<file path="src/design/mul_pkg.sv">
package mul_pkg;

    // operand and product widths of the unsigned multiplier.
    localparam int OPERAND_WIDTH = 16;
    localparam int PRODUCT_WIDTH = 2 * OPERAND_WIDTH;

    // the final adder is split into equal lookahead groups, carry rippling between them.
    localparam int CLA_GROUP_WIDTH = 4;
    localparam int CLA_GROUP_COUNT = PRODUCT_WIDTH / CLA_GROUP_WIDTH;

    // Dadda target heights, applied in order until every column holds two bits.
    localparam int DADDA_STAGES = 6;
    localparam int DADDA_HEIGHTS [DADDA_STAGES] = '{13, 9, 6, 4, 3, 2};

    typedef logic [OPERAND_WIDTH-1:0] operand_t;
    typedef logic [PRODUCT_WIDTH-1:0] product_t;

endpackage

</file>
<file path="src/design/cla_group.sv">
`timescale 1ns/1ps

module cla_group
    import mul_pkg::*;
#(
    parameter int WIDTH = CLA_GROUP_WIDTH
) (
    input  logic [WIDTH-1:0] x,
    input  logic [WIDTH-1:0] y,
    input  logic             carry_in,
    output logic [WIDTH-1:0] sum,
    output logic             carry_out
);

    logic [WIDTH-1:0] gen;
    logic [WIDTH-1:0] prop;
    logic [WIDTH:0]   carry;

    assign gen  = x & y;
    assign prop = x ^ y;

    // each carry is expanded into a flat sum of products over the lower bits.
    // c[i+1] = g[i] | p[i]g[i-1] | ... | p[i]..p[0]cin
    always_comb begin
        logic lookahead;
        logic chain;
        carry[0] = carry_in;
        for (int i = 0; i < WIDTH; i++) begin
            lookahead = gen[i];
            chain     = prop[i];
            for (int j = i - 1; j >= 0; j--) begin
                lookahead = lookahead | (chain & gen[j]);
                chain     = chain & prop[j];
            end
            carry[i+1] = lookahead | (chain & carry_in);
        end
    end

    assign sum       = prop ^ carry[WIDTH-1:0];
    assign carry_out = carry[WIDTH];

endmodule

</file>
<file path="src/design/dadda_reduction.sv">
`timescale 1ns/1ps

module dadda_reduction
    import mul_pkg::*;
(
    input  logic     clk,
    input  logic     arst_n,
    input  logic     in_valid,
    input  operand_t a,
    input  operand_t b,
    output product_t row_sum,
    output product_t row_carry,
    output logic     rows_valid
);

    localparam int SEL_HEIGHT = 0;
    localparam int SEL_FULL   = 1;
    localparam int SEL_HALF   = 2;
    localparam int SEL_CIN    = 3;

    function automatic logic [1:0] full_add(input logic x, input logic y, input logic z);
        return {(x & y) | (x & z) | (y & z), x ^ y ^ z};
    endfunction

    function automatic logic [1:0] half_add(input logic x, input logic y);
        return {x & y, x ^ y};
    endfunction

    // replays the Dadda schedule up to the given stage and column and returns the
    // column height at the start of that stage, its counter counts or its carries in.
    function automatic int plan_count(input int stage, input int col, input int sel);
        int height [PRODUCT_WIDTH];
        int carries;
        int excess;
        int n_full;
        int n_half;
        int target;
        for (int c = 0; c < PRODUCT_WIDTH; c++) begin
            height[c] = (c < OPERAND_WIDTH) ? c + 1 : 2 * OPERAND_WIDTH - 1 - c;
        end
        for (int s = 0; s <= stage; s++) begin
            target  = DADDA_HEIGHTS[(s < DADDA_STAGES) ? s : DADDA_STAGES - 1];
            carries = 0;
            for (int c = 0; c < PRODUCT_WIDTH; c++) begin
                excess = height[c] + carries - target;
                n_full = (excess > 0) ? excess / 2 : 0;
                n_half = (excess > 0) ? excess % 2 : 0;
                if (s == stage && c == col) begin
                    case (sel)
                        SEL_FULL: return n_full;
                        SEL_HALF: return n_half;
                        SEL_CIN:  return carries;
                        default:  return height[c];
                    endcase
                end
                height[c] = height[c] + carries - 2 * n_full - n_half;
                carries   = n_full + n_half;
            end
        end
        return 0;
    endfunction

    // column_bits[s][c][k] is bit k of column c at the start of stage s.
    wire [PRODUCT_WIDTH-1:0][OPERAND_WIDTH-1:0] column_bits [DADDA_STAGES+1];
    wire [PRODUCT_WIDTH-1:0][OPERAND_WIDTH-1:0] stage_carry [DADDA_STAGES];

    product_t sum_row;
    product_t carry_row;
    logic     spill;

    // partial products, packed from the bottom of each column.
    for (genvar c = 0; c < PRODUCT_WIDTH; c++) begin : g_pp
        localparam int LO = (c < OPERAND_WIDTH) ? 0 : c - OPERAND_WIDTH + 1;
        localparam int H0 = plan_count(0, c, SEL_HEIGHT);
        for (genvar k = 0; k < OPERAND_WIDTH; k++) begin : g_bit
            if (k < H0) begin : g_and
                assign column_bits[0][c][k] = a[k + LO] & b[c - k - LO];
            end else begin : g_zero
                assign column_bits[0][c][k] = 1'b0;
            end
        end
    end

    for (genvar s = 0; s < DADDA_STAGES; s++) begin : g_stage
        for (genvar c = 0; c < PRODUCT_WIDTH; c++) begin : g_col
            localparam int H    = plan_count(s, c, SEL_HEIGHT);
            localparam int NF   = plan_count(s, c, SEL_FULL);
            localparam int NH   = plan_count(s, c, SEL_HALF);
            localparam int CIN  = plan_count(s, c, SEL_CIN);
            localparam int USED = 3 * NF + 2 * NH;
            localparam int PASS = H - USED;
            // new column order is counter sums, untouched bits, then carries from below.
            for (genvar k = 0; k < OPERAND_WIDTH; k++) begin : g_bit
                if (k < NF) begin : g_fa
                    assign {stage_carry[s][c][k], column_bits[s+1][c][k]} =
                        full_add(column_bits[s][c][3*k], column_bits[s][c][3*k+1],
                                 column_bits[s][c][3*k+2]);
                end else if (k < NF + NH) begin : g_ha
                    assign {stage_carry[s][c][k], column_bits[s+1][c][k]} =
                        half_add(column_bits[s][c][3*NF], column_bits[s][c][3*NF+1]);
                end else if (k < NF + NH + PASS) begin : g_pass
                    assign column_bits[s+1][c][k] = column_bits[s][c][k - NF - NH + USED];
                end else if (k < NF + NH + PASS + CIN) begin : g_cin
                    assign column_bits[s+1][c][k] = stage_carry[s][c-1][k - NF - NH - PASS];
                end else begin : g_empty
                    assign column_bits[s+1][c][k] = 1'b0;
                end
                if (k >= NF + NH) begin : g_no_carry
                    assign stage_carry[s][c][k] = 1'b0;
                end
            end
        end
    end

    always_comb begin
        spill = 1'b0;
        for (int c = 0; c < PRODUCT_WIDTH; c++) begin
            sum_row[c]   = column_bits[DADDA_STAGES][c][0];
            carry_row[c] = column_bits[DADDA_STAGES][c][1];
            spill        = spill | (|column_bits[DADDA_STAGES][c][OPERAND_WIDTH-1:2]);
        end
        // carries out of the top column would be lost.
        for (int s = 0; s < DADDA_STAGES; s++) begin
            spill = spill | (|stage_carry[s][PRODUCT_WIDTH-1]);
        end
    end

    always_ff @(posedge clk or negedge arst_n) begin
        if (!arst_n) begin
            row_sum    <= '0;
            row_carry  <= '0;
            rows_valid <= 1'b0;
        end else begin
            rows_valid <= in_valid;
            if (in_valid) begin
                row_sum   <= sum_row;
                row_carry <= carry_row;
            end
        end
    end

    // after the last stage every column holds at most two bits.
    assert property (@(posedge clk) disable iff (!arst_n) in_valid |-> !spill);

endmodule

</file>
<file path="src/design/final_adder.sv">
`timescale 1ns/1ps

module final_adder
    import mul_pkg::*;
(
    input  logic     clk,
    input  logic     arst_n,
    input  logic     rows_valid,
    input  product_t row_sum,
    input  product_t row_carry,
    output product_t product,
    output logic     out_valid
);

    logic [CLA_GROUP_COUNT:0] group_carry;
    product_t                 total;

    assign group_carry[0] = 1'b0;

    // lookahead inside each group, ripple from one group to the next.
    for (genvar g = 0; g < CLA_GROUP_COUNT; g++) begin : g_group
        cla_group #(
            .WIDTH (CLA_GROUP_WIDTH)
        ) group_i (
            .x         (row_sum[g*CLA_GROUP_WIDTH +: CLA_GROUP_WIDTH]),
            .y         (row_carry[g*CLA_GROUP_WIDTH +: CLA_GROUP_WIDTH]),
            .carry_in  (group_carry[g]),
            .sum       (total[g*CLA_GROUP_WIDTH +: CLA_GROUP_WIDTH]),
            .carry_out (group_carry[g+1])
        );
    end

    always_ff @(posedge clk or negedge arst_n) begin
        if (!arst_n) begin
            product   <= '0;
            out_valid <= 1'b0;
        end else begin
            out_valid <= rows_valid;
            if (rows_valid) begin
                product <= total;
            end
        end
    end

    // a 16 by 16 unsigned product always fits in 32 bits.
    assert property (@(posedge clk) disable iff (!arst_n)
        rows_valid |-> !group_carry[CLA_GROUP_COUNT]);

    // nothing is in flight in the pipeline right after reset.
    assert property (@(posedge clk) $rose(arst_n) |=> !out_valid);

endmodule

</file>
<file path="src/design/dadda_mul_top.sv">
`timescale 1ns/1ps

module dadda_mul_top
    import mul_pkg::*;
(
    input  logic     clk,
    input  logic     arst_n,
    input  logic     in_valid,
    input  operand_t a,
    input  operand_t b,
    output product_t product,
    output logic     out_valid
);

    product_t row_sum;
    product_t row_carry;
    logic     rows_valid;

    // stage one compresses the partial products to two rows.
    dadda_reduction reduction_i (
        .clk        (clk),
        .arst_n     (arst_n),
        .in_valid   (in_valid),
        .a          (a),
        .b          (b),
        .row_sum    (row_sum),
        .row_carry  (row_carry),
        .rows_valid (rows_valid)
    );

    // stage two adds the rows.
    final_adder adder_i (
        .clk        (clk),
        .arst_n     (arst_n),
        .rows_valid (rows_valid),
        .row_sum    (row_sum),
        .row_carry  (row_carry),
        .product    (product),
        .out_valid  (out_valid)
    );

endmodule

</file>
<file path="config.mk">
export PLATFORM = sky130hd
export DESIGN_NAME = dadda_mul_top
export DESIGN_NICKNAME = d
export VERILOG_FILES = /design/src/design/mul_pkg.sv /design/src/design/cla_group.sv /design/src/design/dadda_reduction.sv /design/src/design/final_adder.sv /design/src/design/dadda_mul_top.sv
export SDC_FILE = /design/constraint.sdc
export NUM_CORES = 1
export LEC_CHECK = 0
export ABC_AREA = 1
export BUFFER_PORTS_ARGS = -buffer_cell sky130_fd_sc_hd__buf_4
export CORE_MARGIN = 3
export CORE_UTILIZATION = 68
export CTS_CLUSTER_DIAMETER = 80
export DETAILED_ROUTE_END_ITERATION = 8
export GPL_TIMING_DRIVEN = 1
export PLACE_DENSITY = 0.92
export SLEW_MARGIN = 25
export SYNTH_ARGS = -nofsm -noshare
export SYNTH_HDL_FRONTEND = slang
export SYNTH_SLANG_ARGS = --single-unit
export TNS_END_PERCENT = 5
</file>
<file path="constraint.sdc">
create_clock -name clk -period 7.5 [get_ports clk]
set_input_delay 0.375 -clock clk [delete_from_list [all_inputs] [get_ports clk]]
set_output_delay 0.375 -clock clk [all_outputs]
set_load 0.03 [all_outputs]
</file>
* Yosys cells after proc, flatten, opt, wreduce, memory -nomap -nowiden *
Cells that the tools add are included.
W data, S select, Z words.

word-level totals
  bits in read-only memories = 0
  input bits = 35
  memories kept = 0
  flip-flop bits (word level) = 95
  output and inout bits = 33
  memory bits (writable) = 0
  bits in latches = 0

cells by class
  equality and inequality tests = 0
  $mul = 0
  divide/modulo/power cells = 0
  order comparisons = 0
  reductions and logical operators = 0
  multiplexer cells = 0
  bitwise logic cells = 1,861
  add/subtract/negate cells = 0
  shift operators = 0

operators with widths
  cell           count
  $and A1 B1 Y1  970
  $or A1 B1 Y1   462
  $xor A1 B1 Y1  405
  $xor A4 B4 Y4  14
  $and A4 B4 Y4  7
  $xor A3 B4 Y4  1
  $and A3 B3 Y3  1
  $xor A3 B3 Y3  1

* Longest topological paths before layout *
Gate-level depths: netlist (run 1).

  depth in word-level cells = 20
  depth in mapped cells = 20

* By module *
From an unflattened synthesis (run 1), not the netlist that was laid out.

unflattened totals
  cells, all modules = 1,503
  area, all modules = 11,900.2 um^2

by module, submodules not included
  module           times used  area each (um^2)  cells an instance
  dadda_reduction  1           9,067.4           1,117
  cla_group        8           188.9             31
  final_adder      1           1,321.3           138

* Least setup slack after synthesis (run 1) *
No wires, ideal clock.

  path type = in2reg
  start point = in a[4]
  end point = reg reduction_i.row_sum[18]
  data arrival time = 4.371 ns
  path buffers = 2
  setup time = 0.066 ns
  path slack = 3.063 ns
  cell stages on the path = 16
  path through = clkbuf_1 > clkbuf_1 > nand2_1 > inv_1 > fa_1 > fa_1 > inv_1 > fa_1 > inv_1 > fa_1 > inv_1 > fa_1 > inv_1 > fa_1 > nand2_1 > nand2_1

RTL lines
  item                  line                    RTL
  from (decl)           dadda_mul_top.sv:9      input operand_t a,
  to (signal assigned)  dadda_reduction.sv:136  row_sum <= sum_row;
  to (decl)             dadda_reduction.sv:11   output product_t row_sum,

==> results.json, run 1 <==
{
  "clockRootBuffer": "clkbuf_16",
  "yosysSeqAreaShare": 0.2098,
  "ys_ff_latch": 95,
  "cts_made_buffers": 9,
  "synth_compound_area_frac": 0.02341,
  "drt_iter0_markers": 876,
  "tightest_slew_ns": 0.8719,
  "worst_slack_ns": 3.536,
  "grt_pass1_wl_um": 45060,
  "muxShareOfSynthArea": 0,
  "antenna_found_initial": 1,
  "power_density_nw_per_um2": 303.1,
  "tritoncts": "built",
  "netlist.area_leader.share": 0.3586,
  "die_w_um": 135.1,
  "synth_area_sq_um": 11330,
  "drc": 0,
  "max_cap_violations": 0,
  "synth_async_sr_flop_share": 1.000,
  "fin_nets": 1702,
  "overflow": 0,
  "yosys.area.top_type": "fa_1",
  "hpwl_um": 19970,
  "ys_top_cells_by_area": "fa_1, dfrtp_1, nand2_1",
  "worstHoldStart": "b[15]",
  "drv_slew": 0,
  "setup_tns_ns": 0,
  "reg2reg_from": "reduction_i.row_sum[5]",
  "fin_skew_ns": 0.003137,
  "yosysWarnings": 0,
  "fp.dieArea_sq_um": 18250,
  "status": "completed",
  "synth_most_common_cell": "nand2_1",
  "postRouteAntennaNets": 0,
  "required_ns": 7.78,
  "min_period_over_period": 0.5286,
  "crit_path_start_kind": "primary input",
  "port_buffers": 67,
  "area_growth_pct": 6.956,
  "synth_adder_area_share": 0.4083,
  "worstPathMaxFanout": 16,
  "synthSimpleGateAreaFrac": 0.1887,
  "drive_above_1_share": 0.06952,
  "cp.arrival_ns": 4.25,
  "period_minus_slack_ns": 3.964,
  "yosys-top-cells-count": "nand2_1, inv_1, fa_1, dfrtp_1, clkbuf_1",
  "synth-main-ff-cell": "dfrtp_1",
  "ys_types": 24,
  "vias_per_cell": 5.358,
  "num_antenna_cells": 0,
  "synth_edf_count": 0,
  "slew_headroom": 0.4187,
  "grt_pass1_vias": 9411,
  "gp_congestion": 0.9083,
  "fmax_mhz": 252.3,
  "timing.hold.ws_ns": 0.4110,
  "totalWireLength_um": 27100,
  "start_util": 0.7032,
  "place_ws_ns": 3.187,
  "vdd_drop_max_mv": 0.2141,
  "clk_latency_ns": 0.34,
  "core_area_sq_um": 16120,
  "leakagePower_nw": 7.595,
  "cts.path.max_buffers": 2,
  "startpoint": "b[14]",
  "final_area_sq_um": 12120,
  "synth_top_family_by_area": "adder cells",
  "vias": 8787,
  "first_pass_iters": 5,
  "die_y_um": 135.1,
  "hold_violations": 0,
  "cts_htree_levels": 3,
  "end_kind": "flip-flop",
  "grt_use_total": 0.3161,
  "synth_cells": 1422,
  "rows": 46,
  "rsz0062_at_grt": "false",
  "clkTransAtPathRegs_ns": 0.06,
  "syn-num-nets": 1705,
  "hold_class": "in2reg",
  "ios": 68,
  "place_area_sq_um": 11800,
  "cts_sinks": 95,
  "postCtsSetupBuffers": 0,
  "avgSynthCellArea_sq_um": 7.969,
  "wl_per_cell_um": 16.52,
  "crit_type": "in2reg",
  "synth-xor-area-share": 0.01237,
  "grt_start_max_net_pins": 73,
  "setup_viol": 0
}
state kept, by name, summed over array words and instances, names as in the netlist:
| name | flops |
|---|---|
| adder_i.out_valid | 1 |
| adder_i.product | 32 |
| reduction_i.row_carry | 30 |
| reduction_i.row_sum | 31 |
| reduction_i.rows_valid | 1 |
cell usage in the layout, fill, tap and decap left out:
cell	netlist	routed
clkbuf_1	83	3
nand2_4	7	7
xnor2_1	9	9
o211a_1	1	1
buf_4	0	69
a41oi_1	1	1
dfrtp_1	95	95
o21bai_1	1	1
a31oi_1	2	2
nand2_1	480	480
nand3_2	1	1
dlygate4sd3_1	0	1
bufinv_16	0	2
inv_2	0	1
clkinv_2	0	2
nor2_1	14	14
nand4_1	1	1
o21ai_0	28	28
a21oi_1	14	14
nand2_2	7	7
inv_1	391	390
a21oi_2	1	1
clkbuf_16	0	9
nor3_1	2	2
ha_1	45	45
xor2_1	7	7
nand3_1	27	27
fa_1	203	203
a21o_1	1	1
cell type report:
type / count / area [sq um]
clock buffers: 12 / 236.5
flip-flops and latches: 95 / 2377
well taps: 216 / 270.3
clock inverters: 4 / 70.07
multi-input cells: 852 / 7171
inverters: 391 / 1468
fillers: 1092 / 3995
repair buffers: 70 / 528.0
worst paths after layout:
path / slack, ns / cells past startpoint / to
hold reg to reg: 0.47 / 2 / adder_i.product[0]
max in group asynchronous: 5.88 / 3 / reduction_i.row_carry[8]
min in group asynchronous: 0.46 / 2 / adder_i.product[24]
setup reg to reg: 4.58 / 19 / adder_i.product[29]
setup / recovery: 3.54 / 15 / reduction_i.row_sum[18]
hold / removal: 0.41 / 3 / reduction_i.row_sum[30]
power by group:
part / total, mW / internal, mW / switching, mW
Clock: 0.474 / 0.291 / 0.183
Sequential: 0.840 / 0.711 / 0.129
Combinational: 2.36 / 0.928 / 1.43
routing by layer:
metal | global-route usage | wire [um]
met1 | 0.4171 | 10300
met2 | 0.5011 | 12750
met3 | 0.08308 | 2989
met4 | 0.1361 | 1062
met5 | 0 | 0
kinds of logic after synthesis:
logic type | count (synthesis)
compound gates | 49
xor+xnor | 16
fa+ha+maj | 248
buf+inv | 475
flops | 95
simple gates | 539
what timing repair did:
item                      4_1_cts  5_1_grt
hold endpoints to repair       23        0
gates resized for setup         0        0
hold buffers                    1        0
worst max-delay path, cell delays in order:
cell     delay [ns]
buf_4          0.21
nand2_1        0.09
inv_1          0.09
fa_1           0.45
fa_1           0.55
inv_1          0.06
fa_1           0.53
inv_1          0.05
fa_1           0.52
inv_1          0.06
fa_1           0.53
inv_1          0.05
fa_1           0.53
nand2_1        0.05
nand2_1        0.09
stage by stage:
stage                     instances    util  total power, mW
after floorplan                1422       -            2.437
after global placement         1623  0.7325            2.984
after detailed placement       1623  0.7325            3.140
after CTS                      1640  0.7521            3.659
after global routing           1640  0.7521            4.034
final                          1640  0.7521            3.674
Power figures use the tool's default switching activity.
==> run 2, diff against run 1 <==
--- a/config.mk
+++ b/config.mk
@@ -8,11 +8,11 @@
 export ABC_AREA = 1
 export BUFFER_PORTS_ARGS = -buffer_cell sky130_fd_sc_hd__buf_4
 export CORE_MARGIN = 3
-export CORE_UTILIZATION = 68
+export CORE_UTILIZATION = 57
 export CTS_CLUSTER_DIAMETER = 80
 export DETAILED_ROUTE_END_ITERATION = 8
 export GPL_TIMING_DRIVEN = 1
-export PLACE_DENSITY = 0.92
+export PLACE_DENSITY = 0.82
 export SLEW_MARGIN = 25
 export SYNTH_ARGS = -nofsm -noshare
 export SYNTH_HDL_FRONTEND = slang
==> constraint.sdc (replaced) <==
create_clock -name clk -period 3.3 [get_ports clk]
set_input_delay 0.165 -clock clk [delete_from_list [all_inputs] [get_ports clk]]
set_output_delay 0.165 -clock clk [all_outputs]
set_load 0.03 [all_outputs]
==> results.json, run 2 (synthesis results as in run 1) <==
{
  "status": "complete, but fails checks",
  "violations": "negative setup slack",
  "use_met2": 0.4130,
  "setup_tns_ns": -0.6757,
  "cts.path.max_buffers": 2,
  "clk_latency_ns": 0.34,
  "gp_congestion": 0.9349,
  "antenna_found_initial": 1,
  "port_buffers": 67,
  "worstPathMaxFanout": 6,
  "nFillCells": 1575,
  "cts_made_buffers": 9,
  "grt_start_max_net_pins": 79,
  "final_common_cell": "nand2_1",
  "final_core_util": 0.6654,
  "cts_sinks": 95,
  "drt_iter0_markers": 626,
  "cp.arrival_ns": 3.71,
  "crit_path_start_kind": "primary input",
  "core_area_sq_um": 19140,
  "tritoncts": "built",
  "hpwl_um": 20890,
  "clockRootBuffer": "clkbuf_16",
  "die_y_um": 147,
  "slew_headroom": 0.5456,
  "drv_slew": 0,
  "hold_violations": 0,
  "end_kind": "flip-flop",
  "hold_class": "in2reg",
  "area_growth_pct": 12.40,
  "grt_use_total": 0.2536,
  "design_power_total_mw": 8.102,
  "final_cell_mix": "nand2_1, inv_1, fa_1",
  "fp.dieArea_sq_um": 21610,
  "met3_usage": 0.05059,
  "first_pass_iters": 5,
  "required_ns": 3.58,
  "timing.hold.ws_ns": 0.2772,
  "fmax_mhz": 292.1,
  "largest_reg_flops": 32,
  "postCtsSetupBuffers": 0,
  "final_area_sq_um": 12740,
  "die_w_um": 147,
  "ios": 68,
  "grt_pass1_vias": 9168,
  "rsz0062_at_grt": "true",
  "min_period_over_period": 1.037,
  "fin_nets": 1762,
  "overflow": 0,
  "fin_skew_ns": 0.006705,
  "crit_type": "in2reg",
  "grt_busiest_layer": "met2",
  "vdd_drop_max_mv": 0.3083,
  "start_util": 0.5920,
  "wl_per_cell_um": 14.66,
  "drc": 0,
  "reg_top3": "adder_i.product (32), reduction_i.row_sum (31), reduction_i.row_carry (30)",
  "met1_usage": 0.3458,
  "totalWireLength_um": 25570,
  "postRouteAntennaNets": 0,
  "tightest_slew_ns": 0.6815,
  "power_density_nw_per_um2": 636.1,
  "cts_htree_levels": 3,
  "vias": 8647,
  "max_cap_violations": 0,
  "place_area_sq_um": 12340,
  "setup_viol": 10,
  "clkTransAtPathRegs_ns": 0.06,
  "drive_above_1_share": 0.1132,
  "rows": 50,
  "top_register": "adder_i.product",
  "leakagePower_nw": 7.926,
  "period_minus_slack_ns": 3.423,
  "num_antenna_cells": 0,
  "worst_slack_ns": -0.1233,
  "grt_pass1_wl_um": 44340,
  "vias_per_cell": 4.958
}
run 2: changes by cell type in the layout (fill, tap and decap cells not counted), moves of 2 or more:
cell      delta
buf_6        +5
nand2_1      -2
inv_1        -4
clkbuf_1     -3
buf_4       +52
inv_2        +4
buf_12       +2
clkbuf_8     +2
run 2: layout make-up:
| class | count | area, sq um | share of cell area |
|---|---|---|---|
| multi-input combinational | 852 | 7181 | 0.5638 |
| timing repair buffer | 130 | 1030 | 0.08085 |
| inverter | 391 | 1468 | 0.1152 |
| sequential | 95 | 2377 | 0.1866 |
| clock buffer | 11 | 252.7 | 0.01984 |
| clock inverter | 5 | 103.9 | 0.008153 |
| tap | 260 | 325.3 | 0.02554 |
run 2: per-layer routing:
layer,vias up,part of all wire,routed length (um)
li1,4059,-,-
met2,335,0.46,11770
met3,57,0.081,2077
met4,2,0.024,622
met5,-,0.00043,11
met1,4194,0.43,11090
run 2: per-stage QoR:
stage               cells  setup WS, ns
floorplan            1422       -0.4779
global placement     1727       -0.4368
detailed placement   1727       -0.4981
CTS                  1743       -0.1105
global route         1744       -0.2373
finish               1744       -0.1233
run 2: final timing paths:
path	from	endpoint	slack, ns	depth (start not counted)
max	a[5]	reduction_i.row_sum[18]	-0.12	15
min	in_valid	reduction_i.rows_valid	0.28	1
max reg2reg	reduction_i.row_carry[5]	adder_i.product[29]	0.51	19
min reg2reg	adder_i.product[8]	adder_i.product[8]	0.47	2
max in group asynchronous	arst_n	reduction_i.row_sum[30]	2.17	3
min in group asynchronous	arst_n	adder_i.product[11]	0.42	2
run 2: power by group:
| part | switching (mW) | internal, mW |
|---|---|---|
| Sequential | 0.282 | 1.62 |
| Combinational | 2.95 | 2.05 |
| Clock | 0.426 | 0.781 |
run 2: repair_timing:
action,CTS,global route
hold buffers,0,1
resized for setup,8,4
setup endpoints to repair,15,23
gates cloned,0,0
endpoints found under the hold margin,0,77
pin swaps,11,21
run 2: critical path, cell delays in order:
cell	delay, ns
buf_4	0.14
nand2_1	0.06
inv_1	0.06
fa_1	0.50
fa_1	0.50
inv_1	0.06
fa_1	0.53
inv_1	0.05
fa_1	0.47
inv_1	0.05
fa_1	0.48
inv_1	0.05
fa_1	0.47
nand2_1	0.05
nand2_1	0.08
==> run 3, diff against run 2 <==
--- a/config.mk
+++ b/config.mk
@@ -5,8 +5,8 @@
 export SDC_FILE = /design/constraint.sdc
 export NUM_CORES = 1
 export LEC_CHECK = 0
-export ABC_AREA = 1
 export BUFFER_PORTS_ARGS = -buffer_cell sky130_fd_sc_hd__buf_4
+export CORE_ASPECT_RATIO = 0.9
 export CORE_MARGIN = 3
 export CORE_UTILIZATION = 57
 export CTS_CLUSTER_DIAMETER = 80
==> results.json, run 3 <==
{
  "vias": 7912,
  "drv_slew": 0,
  "hpwl_um": 21700,
  "synth_cells": 1101,
  "slew_headroom": 0.3917,
  "clockRootBuffer": "clkbuf_16",
  "min_to": "reduction_i.row_carry[1]",
  "final_core_util": 0.6665,
  "yosysSeqAreaShare": 0.2121,
  "die_y_um": 139.0,
  "muxShareOfSynthArea": 0.06597,
  "cts_htree_levels": 3,
  "synth-main-ff-cell": "dfrtp_1",
  "tightest_slew_ns": 0.9124,
  "grt_pass1_wl_um": 45700,
  "yosys-top-cells-count": "fa_1, inv_1, and2_1, nand2_1, dfrtp_1",
  "area_growth_pct": 14.28,
  "worstPathMaxFanout": 6,
  "cp.arrival_ns": 3.78,
  "synth_top_family_by_area": "adder cells",
  "syn-num-nets": 1384,
  "hold_class": "in2reg",
  "violations": "negative setup slack",
  "ios": 68,
  "reg2regPathDepth": 10,
  "worstHoldStart": "a[1]",
  "fp.dieArea_sq_um": 21390,
  "synth_async_sr_flop_share": 1.000,
  "start_util": 0.5833,
  "synth_edf_count": 0,
  "drc": 0,
  "yosysWarnings": 0,
  "synth_area_sq_um": 11210,
  "ys_top_cells_by_area": "fa_1, dfrtp_1, and2_1",
  "postRouteAntennaNets": 0,
  "reg2reg_from": "reduction_i.row_sum[13]",
  "crit_path_start_kind": "primary input",
  "grt_pass1_vias": 8973,
  "rsz0062_at_grt": "true",
  "ys_types": 47,
  "hold_violations": 0,
  "grt_use_total": 0.2691,
  "cts_sinks": 95,
  "rows": 48,
  "totalWireLength_um": 26870,
  "antenna_found_initial": 0,
  "power_density_nw_per_um2": 708.0,
  "drt_iter0_markers": 433,
  "port_buffers": 67,
  "vdd_drop_max_mv": 0.5241,
  "crit_type": "in2reg",
  "cts_made_buffers": 9,
  "num_antenna_cells": 0,
  "largest_reg_flops": 32,
  "fin_skew_ns": 0.01139,
  "reg_top3": "adder_i.product (32), reduction_i.row_sum (31), reduction_i.row_carry (30)",
  "overflow": 0,
  "startpoint": "a[3]",
  "min_period_over_period": 1.076,
  "status": "complete, but fails checks",
  "drive_above_1_share": 0.2055,
  "yosys.area.top_type": "fa_1",
  "rrSetupSlack_ns": 0.29,
  "max_cap_violations": 0,
  "netlist.area_leader.share": 0.3625,
  "avgSynthCellArea_sq_um": 10.18,
  "cts.path.max_buffers": 2,
  "top_register": "adder_i.product",
  "holdPathStages": 4,
  "synth_adder_area_share": 0.4128,
  "core_area_sq_um": 19220,
  "leakagePower_nw": 6.325,
  "fmax_mhz": 281.7,
  "design_power_total_mw": 9.070,
  "grt_start_max_net_pins": 73,
  "synth_compound_area_frac": 0.05313,
  "die_w_um": 153.8,
  "period_minus_slack_ns": 3.549,
  "final_cell_mix": "inv_1, fa_1, and2_1",
  "ys_ff_latch": 95,
  "worst_slack_ns": -0.2494,
  "required_ns": 3.53,
  "clk_latency_ns": 0.35,
  "first_pass_iters": 5,
  "setup_viol": 16,
  "synthSimpleGateAreaFrac": 0.1622,
  "postCtsSetupBuffers": 0,
  "wl_per_cell_um": 18.57,
  "vias_per_cell": 5.468,
  "end_kind": "flip-flop",
  "synth-xor-area-share": 0.009376,
  "clkTransAtPathRegs_ns": 0.08,
  "gp_congestion": 0.9350,
  "tritoncts": "built",
  "r2r_end": "adder_i.product[29]",
  "fin_nets": 1475,
  "final_common_cell": "inv_1"
}
## run 3: cell type report
class | count | area (sq um)
well taps | 250 | 312.8
inverters | 204 | 765.7
repair buffers | 128 | 1055
clock buffers | 9 | 225.2
flip-flops and latches | 95 | 2377
clock inverters | 7 | 86.33
fillers | 1470 | 6409
multi-input cells | 754 | 7988
## run 3: how the worst max path moves through the flow
stage	to	cells after the start
finish	reduction_i.row_sum[18]	13
global route	reduction_i.row_sum[16]	13
CTS	reduction_i.row_sum[18]	13
detailed placement	reduction_i.row_sum[18]	13
global placement	reduction_i.row_sum[18]	13
floorplan	reduction_i.row_sum[15]	13
## run 3: cells by family (layout without fill, tap and decap cells)
group / count (synthesis) / after routing
XOR/XNOR: 12 / 12
buffers and inverters: 252 / 348
adder cells (fa/ha/maj): 248 / 248
AO/OA/AOI/OAI: 88 / 88
AND/OR/NAND/NOR: 340 / 340
multiplexers: 66 / 66
flip-flops: 95 / 95
## run 3: metrics by stage
stage	area (sq um)	hold slack, ns	setup WS [ns]	TNS [ns]	cells
after floorplan	11370	-0.1306	-0.5316	-8.129	1101
after global placement	12380	0.2905	-0.6264	-14.76	1430
after detailed placement	12380	0.2951	-0.6767	-15.78	1430
after CTS	12750	0.2880	-0.2967	-2.919	1447
after global routing	12810	0.3199	-0.3386	-3.809	1447
final	12810	0.2798	-0.2494	-2.023	1447
## run 3: power by group
part	switching (mW)	leakage (nW)	internal [mW]	total [mW]
clock	0.488	0.150	0.605	1.09
combinational	3.24	5.01	2.76	5.99
sequential	0.326	1.16	1.66	1.98
## run 3: timing repair
| item | 4_1_cts | 5_1_grt |
|---|---|---|
| endpoints found under the setup margin | 27 | 28 |
| hold endpoints to repair | 58 | 0 |
| hold buffers | 1 | 0 |
| gates resized for setup | 17 | 21 |
| pin swaps | 23 | 13 |
## run 3: metal layers
layer	GRT usage	part of all wire	wire, um	vias up
li1	-	-	-	3551
met1	0.3476	0.40	10840	4065
met2	0.4667	0.51	13670	240
met3	0.05491	0.061	1652	56
met4	0.07249	0.027	714	0
met5	0	0	0	-
## run 3: critical path, stage by stage
cell and delay [ns]:
buf_12 0.11, and2_4 0.15, fa_1 0.50, fa_2 0.56, inv_2 0.04, fa_1 0.49
inv_1 0.05, fa_1 0.47, inv_1 0.05, fa_1 0.45, inv_2 0.07, fa_2 0.41
mux2_4 0.26
